## config.mk

```make
export PLATFORM = sky130hd
export DESIGN_NAME = fp_seq
export DESIGN_NICKNAME = d
export VERILOG_FILES = /design/src/verilog/fp_pkg.sv /design/src/verilog/fp_seq.sv
export SDC_FILE = /design/constraint.sdc
export NUM_CORES = 1
export LEC_CHECK = 0
export CELL_PAD_IN_SITES_DETAIL_PLACEMENT = 1
export CELL_PAD_IN_SITES_GLOBAL_PLACEMENT = 1
export CORE_ASPECT_RATIO = 1.2
export CORE_MARGIN = 10
export CORE_UTILIZATION = 44
export DETAILED_ROUTE_END_ITERATION = 7
export DONT_BUFFER_PORTS = 1
export PLACE_DENSITY_LB_ADDON = 0.1
export SETUP_SLACK_MARGIN = 0.5
export SKIP_CTS_REPAIR_TIMING = 1
export SYNTH_ARGS = -nofsm -noshare
export SYNTH_HDL_FRONTEND = slang
export SYNTH_SLANG_ARGS = --single-unit
```

## constraint.sdc

```tcl
create_clock -name got_fp -period 2.6 [get_ports got_fp]
set_input_delay 0 -clock got_fp [delete_from_list [all_inputs] [get_ports got_fp]]
set_output_delay 0 -clock got_fp [all_outputs]
set_load 0.01 [all_outputs]
```

## src/verilog/fp_pkg.sv

```systemverilog
// ----------------------------------------
// widths, opcodes and sequencer states
// shared by the FPU control subsystem
// ----------------------------------------
`default_nettype none

package fp_pkg;

	// ----------------------------------------
	// widths
	// ----------------------------------------

	// memory word and address
	localparam int WORD_W  = 16;
	localparam int ADDR_W  = 8;
	// accumulator holds two words
	localparam int ACC_W   = 32;
	// normalize count, up to 31 shifts
	localparam int SHIFT_W = 5;

	// ----------------------------------------
	// opcodes and states
	// ----------------------------------------

	typedef enum logic [1:0] {
		OP_LD  = 2'd0,
		OP_AD  = 2'd1,
		OP_SD  = 2'd2,
		OP_NRF = 2'd3
	} fp_op_e;

	typedef enum logic [2:0] {
		ST_IDLE     = 3'd0,
		ST_DLY      = 3'd1,
		ST_RD_HI    = 3'd2,
		ST_RD_LO    = 3'd3,
		ST_EXEC     = 3'd4,
		ST_WAIT_ALU = 3'd5,
		ST_DONE     = 3'd6
	} fp_state_e;

endpackage

`default_nettype wire

```

## src/verilog/fp_seq.sv

```systemverilog
// ----------------------------------------
// job sequencer: operand fetch, ALU start
// and result hand-off
// ----------------------------------------
`timescale 1ns/1ps
`default_nettype none

module fp_seq
	import fp_pkg::*;
#(
	parameter int WORD_W = fp_pkg::WORD_W,
	parameter int ADDR_W = fp_pkg::ADDR_W
) (
	input  wire logic               got_fp,
	input  wire logic               _0_f,
	// job port
	input  wire logic               job_valid,
	input  wire fp_op_e             job_op,
	input  wire logic [ADDR_W-1:0]  job_addr,
	output logic                    job_ready,
	// done port
	input  wire logic               done_ready,
	output logic                    done_valid,
	output logic      [ACC_W-1:0]   res_acc,
	output logic                    res_carry,
	output logic      [SHIFT_W-1:0] res_shift,
	// memory read port
	input  wire logic               rq_ready,
	input  wire logic               rd_valid,
	input  wire logic [WORD_W-1:0]  rd_data,
	output logic                    rq_valid,
	output logic      [ADDR_W-1:0]  rq_addr,
	// ALU
	input  wire logic               alu_done,
	input  wire logic [ACC_W-1:0]   acc,
	input  wire logic               carry,
	input  wire logic [SHIFT_W-1:0] shift_cnt,
	output logic                    alu_start,
	output fp_op_e                  alu_op,
	output logic      [ACC_W-1:0]   alu_operand
);

	fp_state_e         st;
	logic              rd_wait;
	logic              word_cnt;
	fp_op_e            op_q;
	logic [ADDR_W-1:0] base_q;
	logic [WORD_W-1:0] op_hi;
	logic [WORD_W-1:0] op_lo;

	// ----------------------------------------
	// control
	// ----------------------------------------

	always_ff @(posedge got_fp or posedge _0_f) begin
		if (_0_f) begin
			st       <= ST_IDLE;
			rd_wait  <= 1'b0;
			word_cnt <= 1'b0;
		end else begin
			case (st)
				ST_IDLE: begin
					if (job_valid) begin
						word_cnt <= 1'b0;
						st       <= ST_DLY;
					end
				end
				// one-cycle start delay
				ST_DLY: begin
					st <= (op_q == OP_NRF) ? ST_EXEC : ST_RD_HI;
				end
				ST_RD_HI, ST_RD_LO: begin
					if (!rd_wait) begin
						if (rq_ready)
							rd_wait <= 1'b1;
					end else if (rd_valid) begin
						rd_wait  <= 1'b0;
						word_cnt <= 1'b1;
						st       <= (st == ST_RD_HI) ? ST_RD_LO : ST_EXEC;
					end
				end
				ST_EXEC: begin
					st <= ST_WAIT_ALU;
				end
				ST_WAIT_ALU: begin
					if (alu_done)
						st <= ST_DONE;
				end
				ST_DONE: begin
					if (done_ready)
						st <= ST_IDLE;
				end
				default: begin
					st <= ST_IDLE;
				end
			endcase
		end
	end

	// ----------------------------------------
	// job, operand and result registers
	// ----------------------------------------

	always_ff @(posedge got_fp) begin
		if (st == ST_IDLE && job_valid) begin
			op_q   <= job_op;
			base_q <= job_addr;
		end
		if (rd_wait && rd_valid) begin
			if (st == ST_RD_HI)
				op_hi <= rd_data;
			else
				op_lo <= rd_data;
		end
		// hold results until taken
		if (st == ST_WAIT_ALU && alu_done) begin
			res_acc   <= acc;
			res_carry <= carry;
			res_shift <= shift_cnt;
		end
	end

	assign job_ready  = (st == ST_IDLE);
	assign done_valid = (st == ST_DONE);

	// high word first, then the next address
	assign rq_valid = (st == ST_RD_HI || st == ST_RD_LO) && !rd_wait;
	assign rq_addr  = base_q + ADDR_W'(word_cnt);

	assign alu_start   = (st == ST_EXEC);
	assign alu_op      = op_q;
	assign alu_operand = {op_hi, op_lo};

endmodule

`default_nettype wire

```

==> summary.md <==
Ranked by total cell area, the synthesized netlist is headed by sky130_fd_sc_hd__edfxtp_1 84%, sky130_fd_sc_hd__dfrtp_1 4.4%, sky130_fd_sc_hd__xnor2_1 1.5%, sky130_fd_sc_hd__nor2_1 1.3%, sky130_fd_sc_hd__ha_1 0.87%. The worst hold path belongs to the class in -> reg. The run gives 1.34 nW as the reported leakage power. STA classifies the critical path endpoint as a flip-flop.

Cell internal power was estimated by the tool at 2.47 mW. Power spread over the standard cell area amounts to 863 nW/um^2. The routed design has 7440 microns of wire.

Clock-pin slew was measured on the worst setup and hold paths at 0.08 ns. After global routing, the most crowded layer is met2. At the end of routability-driven placement, the weighted congestion stood at 0.753.

After the first detailed-routing iteration, the DRC count stood at 43. The largest total area in the synthesized netlist belongs to sky130_fd_sc_hd__edfxtp_1. The synthesized design devotes to its leading area cell type 83.6% of total area. Of the available clock period, the critical path in the final layout requires 63.9%. The number of distinct standard cells referenced by the synthesized netlist came out at 25.

TritonCTS built the clock tree. For this run the aggregate overflow at the end of global routing stands at 0. The die span in x works out to 93.8 microns.

Setup repair after global routing left no endpoint under its margin. The worst path needs 1.66 ns of the cycle, external delays included. The proportion of layout cells with a drive suffix above 1 came out at 10.2%. For the post-route antenna net violation count, the log shows 0.

The first detailed-routing pass ran for 4 iterations. Prior to clock tree synthesis, the placed netlist has a worst setup slack of 0.945 ns. The number of I/O port buffers was 0. Once the floorplan was initialized, standard cells occupied 44.9% of the core. The maximum clock frequency was 602 MHz; the area growth from synthesis to layout was 36.6%. The critical path in this run is classified as reg -> reg.

The run gives 61.3% as the end-of-flow core utilization. Entering global routing, the biggest net connects 39 pins. The run finished with clean final reports.

The number of antenna violations at the first check in global routing was 1; the global-route usage over all layers was 12.1%. Total power for the finished layout comes to 3.39 mW. For the final number of hold-violating endpoints, the log shows 0. Registers are responsible for 57.1% of the overall power.

For this run, the register share of the synthesized area comes to 87.9%. The run gives 20.6% as the global-route track usage on met2. In the routed design, unresolved DRC markers number 0.

The final net count came out at 295. The clock tree synthesis step divided the H-tree into 3 levels. After synthesis the netlist holds a flip-flop and latch count of 85. In the final routed layout, each cell accounts on average for 23.9 microns. At the worst endpoint, the arrival time is 1.65 ns.

The run gives 10.8% as the met1 capacity usage during global routing. Counting the buffers created by CTS gives 9. Counting every instance in the synthesized netlist gives 138. The area of the multi-input gates was 323 sq um; the share of synthesized registers carrying an async set or reset was 5.88%. For the final database, setup skew stands at 0.0105 ns.

The tools report the via count of the first global-routing pass as 1,357. For the worst-case headroom to the max-slew limit, the log shows 70.0%. The run gives 6410 sq um as the total core area.

The tools report the cell chosen for the clock root as sky130_fd_sc_hd__clkbuf_8. The tool flagged a number of max-cap violations equal to 0. Global routing consumed, on the met3 layer, 8.46% of the routing resources. The critical path required time is 2.58 ns, and the top fanout value on the critical path is 38. The final route contains 1,530 vias. The peak supply drop came out at 0.558 mV.

The clock latency of the later-clocked register in the worst-skew pair is 0.34 ns, and the via-per-instance ratio is 4.90. Fill cells in the final layout number 586. Row generation in the floorplan step produced 32 rows. For the post-route setup TNS, the log shows 0 ns.

Primary flip-flop cell chosen by synthesis mapping: sky130_fd_sc_hd__edfxtp_1. The area used by sequential logic in the layout is 2530 sq um. In this run the mean area of a mapped cell was 20.8 sq um. The final-report setup violation count was 0; the number of sinks on the clock net was 85. The tools report the total count of max-transition violations in the final report as 0. Of the total power, the share spent switching nets is 27.0%.

The transition time at the pin with the least slew margin is 0.450 ns, and the cell area after synthesis is 2880 sq um. Per report_power, the combinational group accounts for 13.9% of the total. The kind of launch point of the worst setup path was a flip-flop. The tools report the count of pins on the block boundary as 155.

Among all cell types in the netlist, the one instantiated most often is sky130_fd_sc_hd__edfxtp_1. When the netlist entered floorplanning its net count stood at 211. The first global-routing pass estimated 8780 microns of wire. The die is 109 microns tall. For the clock power share, the log shows 29.0%. The clock passes through at most 2 buffers.

After synthesis, the most frequently instantiated cells are 80 x sky130_fd_sc_hd__edfxtp_1, 10 x sky130_fd_sc_hd__nor2_1, 5 x sky130_fd_sc_hd__dfrtp_1, 5 x sky130_fd_sc_hd__nand3_1, 5 x sky130_fd_sc_hd__xnor2_1. The total of warnings raised by yosys is 0, and the setup slack of the critical path after layout is 0.938 ns. Hold is met by 0.0417 ns. The number of synthesized flops with an enable pin is 80. The die covers 10,200 sq um. For this design the total switching power over the nets is 0.916 mW.
## worst max-delay path, cell delays in order, from the launching register on
cell and delay, ns:
sky130_fd_sc_hd__dfrtp_1 0.59, sky130_fd_sc_hd__nand2_1 0.18, sky130_fd_sc_hd__nor2_4 0.12, sky130_fd_sc_hd__buf_4 0.40
## cells in the final DEF (no fill, tap or decap), drive strengths merged
cell type	count
nand2b	4
dfrtp	5
diode	1
o22a	2
inv	3
a31oi	2
nor3	3
and3	2
clkinv	1
o22ai	2
nor2	10
bufinv	2
xnor2	5
o21a	1
clkinvlp	2
buf	4
edfxtp	80
dlygate4sd3	72
clkbuf	9
nand3b	1
a22o	1
a21boi	1
ha	2
xor2	2
o21ai	1
nand3	5
nand2	4
## stage by stage
step	std cells	cell area [sq um]
floorplan	138	2880
global placement	224	2990
detailed placement	224	2990
CTS	239	3210
global route	312	3930
finish	312	3930
## kinds of logic after synthesis
family,after synthesis,share of synthesized area [%]
compound gates,10,2.48
flops,85,87.9
buf+inv,5,1.31
simple gates,29,5.31
fa+ha+maj,2,0.870
xor+xnor,7,2.13
## registers in the layout, summed over array words and instances, names as in the netlist, 2 cells and up
name       cells
res_acc       32
alu_op         2
op_lo         16
res_shift      5
st             3
op_hi         16
base_q         8
## routing by layer
metal	vias up	part of all wire, %
li1	695	-
met1	739	33
met2	86	55
met3	10	11
met4	0	1.4
met5	-	0
## final cells by class
class | count | share of cell area, %
clock buffer | 9 | 3.15
inverter | 2 | 0.191
sequential | 85 | 64.3
tap | 85 | 2.71
timing repair buffer | 76 | 19.1
multi-input combinational | 48 | 8.22
clock inverter | 6 | 2.23
antenna | 1 | 0.0637
## path summary, 6_finish.rpt
| path | from | end | slack (ns) | cells after the start |
|---|---|---|---|---|
| setup / recovery | st[0]$_DFFE_PP0P_ | res_acc[12]$_DFFE_PP_ | 0.94 | 3 |
| hold reg to reg | word_cnt$_DFFE_PP0P_ | word_cnt$_DFFE_PP0P_ | 0.55 | 1 |
| setup reg to reg | st[0]$_DFFE_PP0P_ | res_acc[12]$_DFFE_PP_ | 0.94 | 3 |
| min in group asynchronous | _0_f | st[2]$_DFFE_PP0P_ | 0.52 | 3 |
| hold / removal | job_valid | word_cnt$_DFFE_PP0P_ | 0.04 | 3 |
| max in group asynchronous | _0_f | st[0]$_DFFE_PP0P_ | 1.31 | 4 |
## power groups by stage
stage	sequential, mW	combinational, mW	clock [mW]
2_1_floorplan	1.88	0.354	0
3_3_place_gp	1.96	0.367	0
3_5_place_dp	1.97	0.379	0
4_1_cts	1.94	0.382	1.02
5_1_grt	1.96	0.525	1.07
6_report	1.94	0.470	0.984
Power figures use the tool's default switching activity.
