[config.mk]
export PLATFORM = sky130hd
export DESIGN_NAME = mem_arbiter
export DESIGN_NICKNAME = d
export VERILOG_FILES = /design/src/verilog/mem_arbiter.sv
export SDC_FILE = /design/constraint.sdc
export NUM_CORES = 1
export LEC_CHECK = 0
export ABC_CLOCK_PERIOD_IN_PS = 900
export BUFFER_PORTS_ARGS = -buffer_cell sky130_fd_sc_hd__clkbuf_2
export CAP_MARGIN = 20
export CORE_ASPECT_RATIO = 1.4
export CORE_MARGIN = 1.5
export CORE_UTILIZATION = 23
export CTS_CLUSTER_SIZE = 16
export DETAILED_ROUTE_END_ITERATION = 16
export HOLD_SLACK_MARGIN = 0.08
export PLACE_DENSITY = 0.8
export SETUP_SLACK_MARGIN = 0.4
export SYNTH_ARGS = -nofsm -noshare
export SYNTH_HDL_FRONTEND = slang
export SYNTH_SLANG_ARGS = --single-unit
[constraint.sdc]
create_clock -name got_fp -period 0.9 [get_ports got_fp]
set_clock_uncertainty 0.1 [all_clocks]
set_input_delay 0.18 -clock got_fp [delete_from_list [all_inputs] [get_ports got_fp]]
set_output_delay 0.18 -clock got_fp [all_outputs]
set_load 0.01 [all_outputs]
[src/verilog/mem_arbiter.sv]
// ----------------------------------------
// fixed-priority memory arbiter
// host writes ahead of sequencer reads
// ----------------------------------------
`timescale 1ns/1ps
`default_nettype none

module mem_arbiter #(
	parameter int WORD_W = 16,
	parameter int ADDR_W = 8
) (
	input  wire logic              got_fp,
	input  wire logic              _0_f,
	// host write port
	input  wire logic              hm_valid,
	input  wire logic [ADDR_W-1:0] hm_addr,
	input  wire logic [WORD_W-1:0] hm_wdata,
	output logic                   hm_ready,
	// sequencer read port
	input  wire logic              rq_valid,
	input  wire logic [ADDR_W-1:0] rq_addr,
	output logic                   rq_ready,
	output logic                   rd_valid,
	output logic      [WORD_W-1:0] rd_data,
	// memory side
	input  wire logic [WORD_W-1:0] rdata,
	output logic                   me,
	output logic                   we,
	output logic      [ADDR_W-1:0] addr,
	output logic      [WORD_W-1:0] wdata
);

	logic rd_pend;

	// memory completes every access in one cycle
	assign hm_ready = 1'b1;
	assign rq_ready = ~hm_valid;

	assign me    = hm_valid | rq_valid;
	assign we    = hm_valid;
	assign addr  = hm_valid ? hm_addr : rq_addr;
	assign wdata = hm_wdata;

	// read in flight, data returns next cycle
	always_ff @(posedge got_fp or posedge _0_f) begin
		if (_0_f)
			rd_pend <= 1'b0;
		else
			rd_pend <= rq_valid & rq_ready;
	end

	assign rd_valid = rd_pend;
	assign rd_data  = rdata;

endmodule

`default_nettype wire

==> results of run 1 <==
-- through the flow --
stage / instances / utilization (%) / total power, mW
2_1_floorplan: 49 / - / 0.343
3_3_place_gp: 65 / 19.8 / 0.211
3_5_place_dp: 65 / 19.8 / 0.215
4_1_cts: 67 / 22.1 / 0.234
5_1_grt: 67 / 25.5 / 0.287
6_report: 67 / 25.5 / 0.269
-- power by group through the flow --
| stage | registers, mW | logic, mW | clock network, mW |
|---|---|---|---|
| after floorplan | 0.0499 | 0.293 | 0 |
| after global placement | 0.0486 | 0.163 | 0 |
| after detailed placement | 0.0487 | 0.166 | 0 |
| after CTS | 0.0487 | 0.185 | 0 |
| after global routing | 0.0496 | 0.237 | 0 |
| final | 0.0492 | 0.220 | 0 |
-- synthesized netlist by cell type, drive strengths merged --
cell type,instances
and2b,1
or2,1
dfrtp,1
conb,1
buf,35
mux2,8
inv,2
-- path summary, 6_finish.rpt --
kind	from	end	slack, ns	cells after the start
hold / removal	_0_f	rd_valid	-0.1	2
setup / recovery	hm_valid	addr[1]	-0.12	3
min in group got_fp	rdata[6]	rd_data[6]	0.26	0
max in group asynchronous	_0_f	rd_valid	0.70	2
-- cell type report --
class                      instances  area (µm²)  area share (%)
inverter                           2        7.51            1.66
multi-input combinational         11         139            30.7
sequential                         1        25.0            5.52
tap                               20        25.0            5.52
timing repair buffer              33         256            56.6
-- repair_timing --
| action | CTS | global route |
|---|---|---|
| endpoints found under the hold margin | 1 | 1 |
| pin swaps | 1 | 0 |
| setup endpoints to repair | 13 | 13 |
| gates cloned | 1 | 0 |
| buffers inserted | 1 | 0 |
| resized for setup | 4 | 19 |
-- cell usage in the layout (no fill, tap or decap) --
master	n
sky130_fd_sc_hd__clkbuf_8	1
sky130_fd_sc_hd__inv_2	1
sky130_fd_sc_hd__and2b_2	1
sky130_fd_sc_hd__inv_1	1
sky130_fd_sc_hd__mux2_4	8
sky130_fd_sc_hd__clkbuf_2	21
sky130_fd_sc_hd__conb_1	1
sky130_fd_sc_hd__buf_6	10
sky130_fd_sc_hd__clkbuf_16	1
sky130_fd_sc_hd__dfrtp_1	1
sky130_fd_sc_hd__or2_1	1
-- kinds of logic (layout without fill, tap and decap cells) --
| family | count (synthesis) | after routing | synth area share, % |
|---|---|---|---|
| buffers and inverters | 37 | 35 | 63.1 |
| AND/OR/NAND/NOR | 2 | 2 | 3.46 |
| other | 1 | 1 | 0.864 |
| flip-flops | 1 | 1 | 5.76 |
| multiplexers | 8 | 8 | 26.8 |
-- worst max-delay path, delay by kind of cell --
kind | cells | cell delay, ns
buffers and inverters | 2 | 0.26
multiplexers | 1 | 0.30
-- per-layer routing --
metal	share of wire [%]	global-route usage [%]
met2	49	16.1
met4	4.6	5.75
met1	22	5.34
met3	24	1.63
met5	0	0
==> run summary, run 1 <==
The run finished, with violations left. The final reports fail on negative hold slack, negative setup slack. Dividing the detail-routed wire length by the instance count gives 12.4 µm. Max-cap violations in this run came to 0. Total die area: 2160 µm². By area the synthesized netlist is led by sky130_fd_sc_hd__buf_4, sky130_fd_sc_hd__mux2_4, sky130_fd_sc_hd__dfrtp_1. The number of antenna diodes in the final layout is 0.

The first routing iteration left 0 violations. For the count of final hold-check violations, the log shows 1. The analysis attributes to cell leakage a power of 0.265 nW. In the routed layout, each cell is associated on average with a via count of 4.28. The tools report the count of pins on the block boundary as 97. After detailed routing, the number of remaining DRC violations is 0. The critical path in this run is classified as in2out. The synthesized instance count is 49, and the post-detailed-placement cell area is 352 µm². Setup repair after global routing could not meet its margin everywhere. The finished cells cover 453 µm². The library cell occupying the most area in the post-synthesis netlist was sky130_fd_sc_hd__buf_4. Walking the worst path, the cells encountered are clkbuf_16 > mux2_4 > buf_6. The worst-case IR drop observed on VDD is 0.168 mV. The post-synthesis net count was 101; the delay of the slowest critical-path stage was 0.30 ns. Cells with a size suffix above 1 make up 91.5% of the layout.

For the share of synthesized area occupied by flip-flops and latches, the log shows 5.76%. The final period demand of the worst path was 1.02 ns. The number of synthesized register bits is 1, and the setup violation total in the final timing report is 9. The share of the synthesized area in the top cell type is 58.8%. The tools report the total of warnings raised by yosys as 0. The core region is 1780 µm². The number of flip-flops under the largest register name came out at 1.

The number of optimization iterations in the first detailed-route pass was 1. The die is 39.7 µm wide. The proportion of total power due to net switching was 27.5%. After synthesis the cells add up to 434 µm². The share of total power dissipated in sequential elements is 18.3%. The logs give 0.0740 mW for the net switching power of the design and 9 for the count of cell types in the netlist. The wire length of the first global-routing pass was 1190 µm; the number of filler instances in the final layout was 183. In this run, the combinational gates consume 81.7% of the power.

The internal portion of the total power is 0.195 mW. The run gives 7 as the largest net degree at the start of global routing. The tools report the share of total power in the clock network as 0%. Derived from the worst setup path, the maximum achievable clock frequency is 982 MHz. The endpoint arrival time on the critical path is 0.74 ns, and the aggregate negative setup slack is -0.936 ns. The run gives -0.118 ns as the smallest setup slack after layout. The initialized floorplan defines 18 standard-cell rows. Compared with the post-synthesis result, the final layout area differs by 4.32%.

Of all nets on the critical path, the largest fanout is 6. The post-synthesis area per instance was 8.86 µm²; the via count was 287. The count of antenna-violating nets left after detailed routing was 0; the cell area power density was 595 nW/µm².

The tools report the total congestion overflow as 0. The number of global-route vias before repair was 296. The largest individual stage delay along the critical path comes from the cell sky130_fd_sc_hd__mux2_4. The logs give 7.72% for the overall global routing resource usage and 24.4% for the initial core utilization. The clock input transition at the sequential cells of the worst setup and hold paths works out to 0 ns.

Category of the worst setup path launch point: an input pin. After detailed routing, the total wire length is 834 µm. During placement, the flow inserted port buffers numbering 31. The number of nets in the final layout was 101; the final weighted congestion in routability-driven placement was 0.628. The worst setup slack after placement was -0.326 ns. STA classifies the critical path endpoint as an output pin.

The die is 54.4 µm tall. Data on the critical path is required at its endpoint by 0.62 ns. The worst hold path belongs to the class in2async. The post-route worst hold slack is -0.0985 ns, and the number of antenna violations at the first check in global routing is 0.

The final-report max-slew violation count was 0. The placed wire-length estimate was 715 µm; the share of the clock period used by the worst path was 113%.
Power figures use the tool's default switching activity.
==> inputs of run 2 (changes only) <==
==> config.mk (replaced) <==
export PLATFORM = sky130hd
export DESIGN_NAME = mem_arbiter
export DESIGN_NICKNAME = d
export VERILOG_FILES = /design/src/verilog/mem_arbiter.sv
export SDC_FILE = /design/constraint.sdc
export NUM_CORES = 1
export LEC_CHECK = 0
export ABC_CLOCK_PERIOD_IN_PS = 900
export CAP_MARGIN = 20
export CORE_AREA = 2 2 39 41
export CTS_CLUSTER_SIZE = 16
export DETAILED_ROUTE_END_ITERATION = 16
export DIE_AREA = 0 0 41 43
export DONT_BUFFER_PORTS = 1
export HOLD_SLACK_MARGIN = 0.08
export SETUP_SLACK_MARGIN = 0.4
export SYNTH_ARGS = -nofsm -noshare
export SYNTH_HDL_FRONTEND = slang
export SYNTH_SLANG_ARGS = --single-unit
==> run summary, run 2 (synthesis results as in run 1) <==
The run finished, with violations left. The checks that failed: negative hold slack. The cell area power density was 673 nW/µm²; the share of the clock period used by the worst path was 84.4%. Input and output buffers added on the ports amount to 0. In this run the worst hold path is classified as in2async. The run gives -0.188 ns as the post-route worst hold slack.

Destination of the critical timing path: addr[1]. Worst vdd rail ir drop: 0.158 mV. The final weighted congestion in routability-driven placement is 0.554. The number of stages on the worst setup path was 1.

At the worst endpoint, the arrival time is 0.48 ns. The number of gates resized after CTS was 0. Row generation in the floorplan step produced 14 rows.

Across the run, the number of max-cap violations was 0. STA classifies the critical path endpoint as an output pin. Number of global-route vias before repair: 140.

The first global-routing pass estimated 517 µm of wire. The category of the most critical setup path was in2out. Global routing finished with a remaining overflow of 0. The share of post-route cells with drive strength above 1 was 64.3%; the count of pins on the block boundary was 97.

The floorplan step set the die height to 43 µm. The maximum clock frequency is 1320 MHz, and the buffer count from post-CTS setup fixing is 0. Summed over all layers, the routed wires come to 514 µm.

For the largest net degree at the start of global routing, the log shows 13. The setup violation total in the final timing report is 0. After clock tree synthesis, the clock-pin slew on the worst setup and hold paths is 0 ns. The logs give 0 for the final-report max-slew violation count and 0 for the number of antenna violations at the first check in global routing. The logs give 147 for the via count and 0 for the antenna diode instance count. The run gives 1380 µm² as the placeable core area. For the total die area, the log shows 1760 µm². Leaving out fill and tap cells, the most frequent cell in the layout is sky130_fd_sc_hd__mux2_4.

The analysis attributes to cell leakage a power of 0.0993 nW. Category of the worst setup path launch point: an input pin. Along the worst path, the maximum fanout reaches 12. The largest individual stage delay along the critical path comes from the cell sky130_fd_sc_hd__mux2_4. The number of buffers and inverters on the critical path is 0. In the final routed layout, each cell accounts on average for 17.1 µm. In this run the remaining antenna-violating nets after routing total 0. The count of final hold-check violations came out at 1. The initial core utilization is 31.4%, and the delay of the slowest critical-path stage is 0.30 ns.

At the end of the flow, the number of nets in the layout was 68. The final period demand of the worst path works out to 0.759 ns. The logs give 0.62 ns for the data required time of the worst path and 0 ns for the aggregate negative setup slack.

The logs give 2 for the number of optimization iterations in the first detailed-route pass and 0 for the count of unresolved DRC violations after routing. In the layout the commonest cells are sky130_fd_sc_hd__mux2_4, sky130_fd_sc_hd__inv_1. The most critical setup path has its startpoint at hm_valid.

The number of flip-flops under the largest register name was 1. The total power draw is 0.129 mW. Setup repair after global routing could not meet its margin everywhere.

The overall global routing resource usage was 3.90%; the routed via count divided by cell count was 4.90. The critical path goes through mux2_4. The violation count after the first detailed-routing iteration was 1. The cell family contributing the most delay on the critical path is multiplexers.

Compared with the post-synthesis result, the final layout area differs by -55.9%. From left edge to right edge, the die measures 41 µm.
-- run 2: cell types whose count changed in the layout (fill, tap and decap cells not counted), sizes merged --
cell	previous run	this run
clkbuf	23	0
buf	10	0
-- run 2: stage by stage --
stage / instance area, µm² / utilization, % / std cells / setup WS (ns)
floorplan: 571 / - / 49 / 0.0154
global placement: 191 / 13.8 / 30 / 0.137
detailed placement: 191 / 13.8 / 30 / 0.137
CTS: 191 / 13.8 / 30 / 0.138
global route: 191 / 13.8 / 30 / 0.135
finish: 191 / 13.8 / 30 / 0.141
-- run 2: routing by layer --
layer / up-vias / GRT usage (%) / wire, µm
met3: 8 / 2.62 / 152
met2: 32 / 5.00 / 224
met4: 0 / 4.00 / 20
li1: 46 / - / -
met1: 61 / 3.82 / 116
met5: - / 0 / 0
-- run 2: cell type report --
cell class	instances	area [µm²]
fill	156	1190
inverter	2	7.51
multi-input combinational	11	139
sequential	1	25.0
tap	16	20.0
-- run 2: repair_timing --
item / 4_1_cts / 5_1_grt
setup endpoints to repair: 12 / 12
gates cloned: 0 / 0
endpoints found under the hold margin: 1 / 1
-- run 2: worst min path at each step --
stage	to	from	slack [ns]	depth (start not counted)
4_1_cts	rd_valid	_0_f	-0.19	1
2_1_floorplan	rd_valid	_0_f	-0.19	1
5_1_grt	rd_valid	_0_f	-0.18	1
6_report	rd_valid	_0_f	-0.19	1
3_3_place_gp	rd_valid	_0_f	-0.19	1
3_5_place_dp	rd_valid	_0_f	-0.19	1
-- run 2: power by group --
part / internal (mW) / switching (mW) / total (mW)
Clock: 0 / 0 / 0
Sequential: 0.0481 / 0.00216 / 0.0503
Combinational: 0.0475 / 0.0311 / 0.0786
Total: 0.0956 / 0.0332 / 0.129
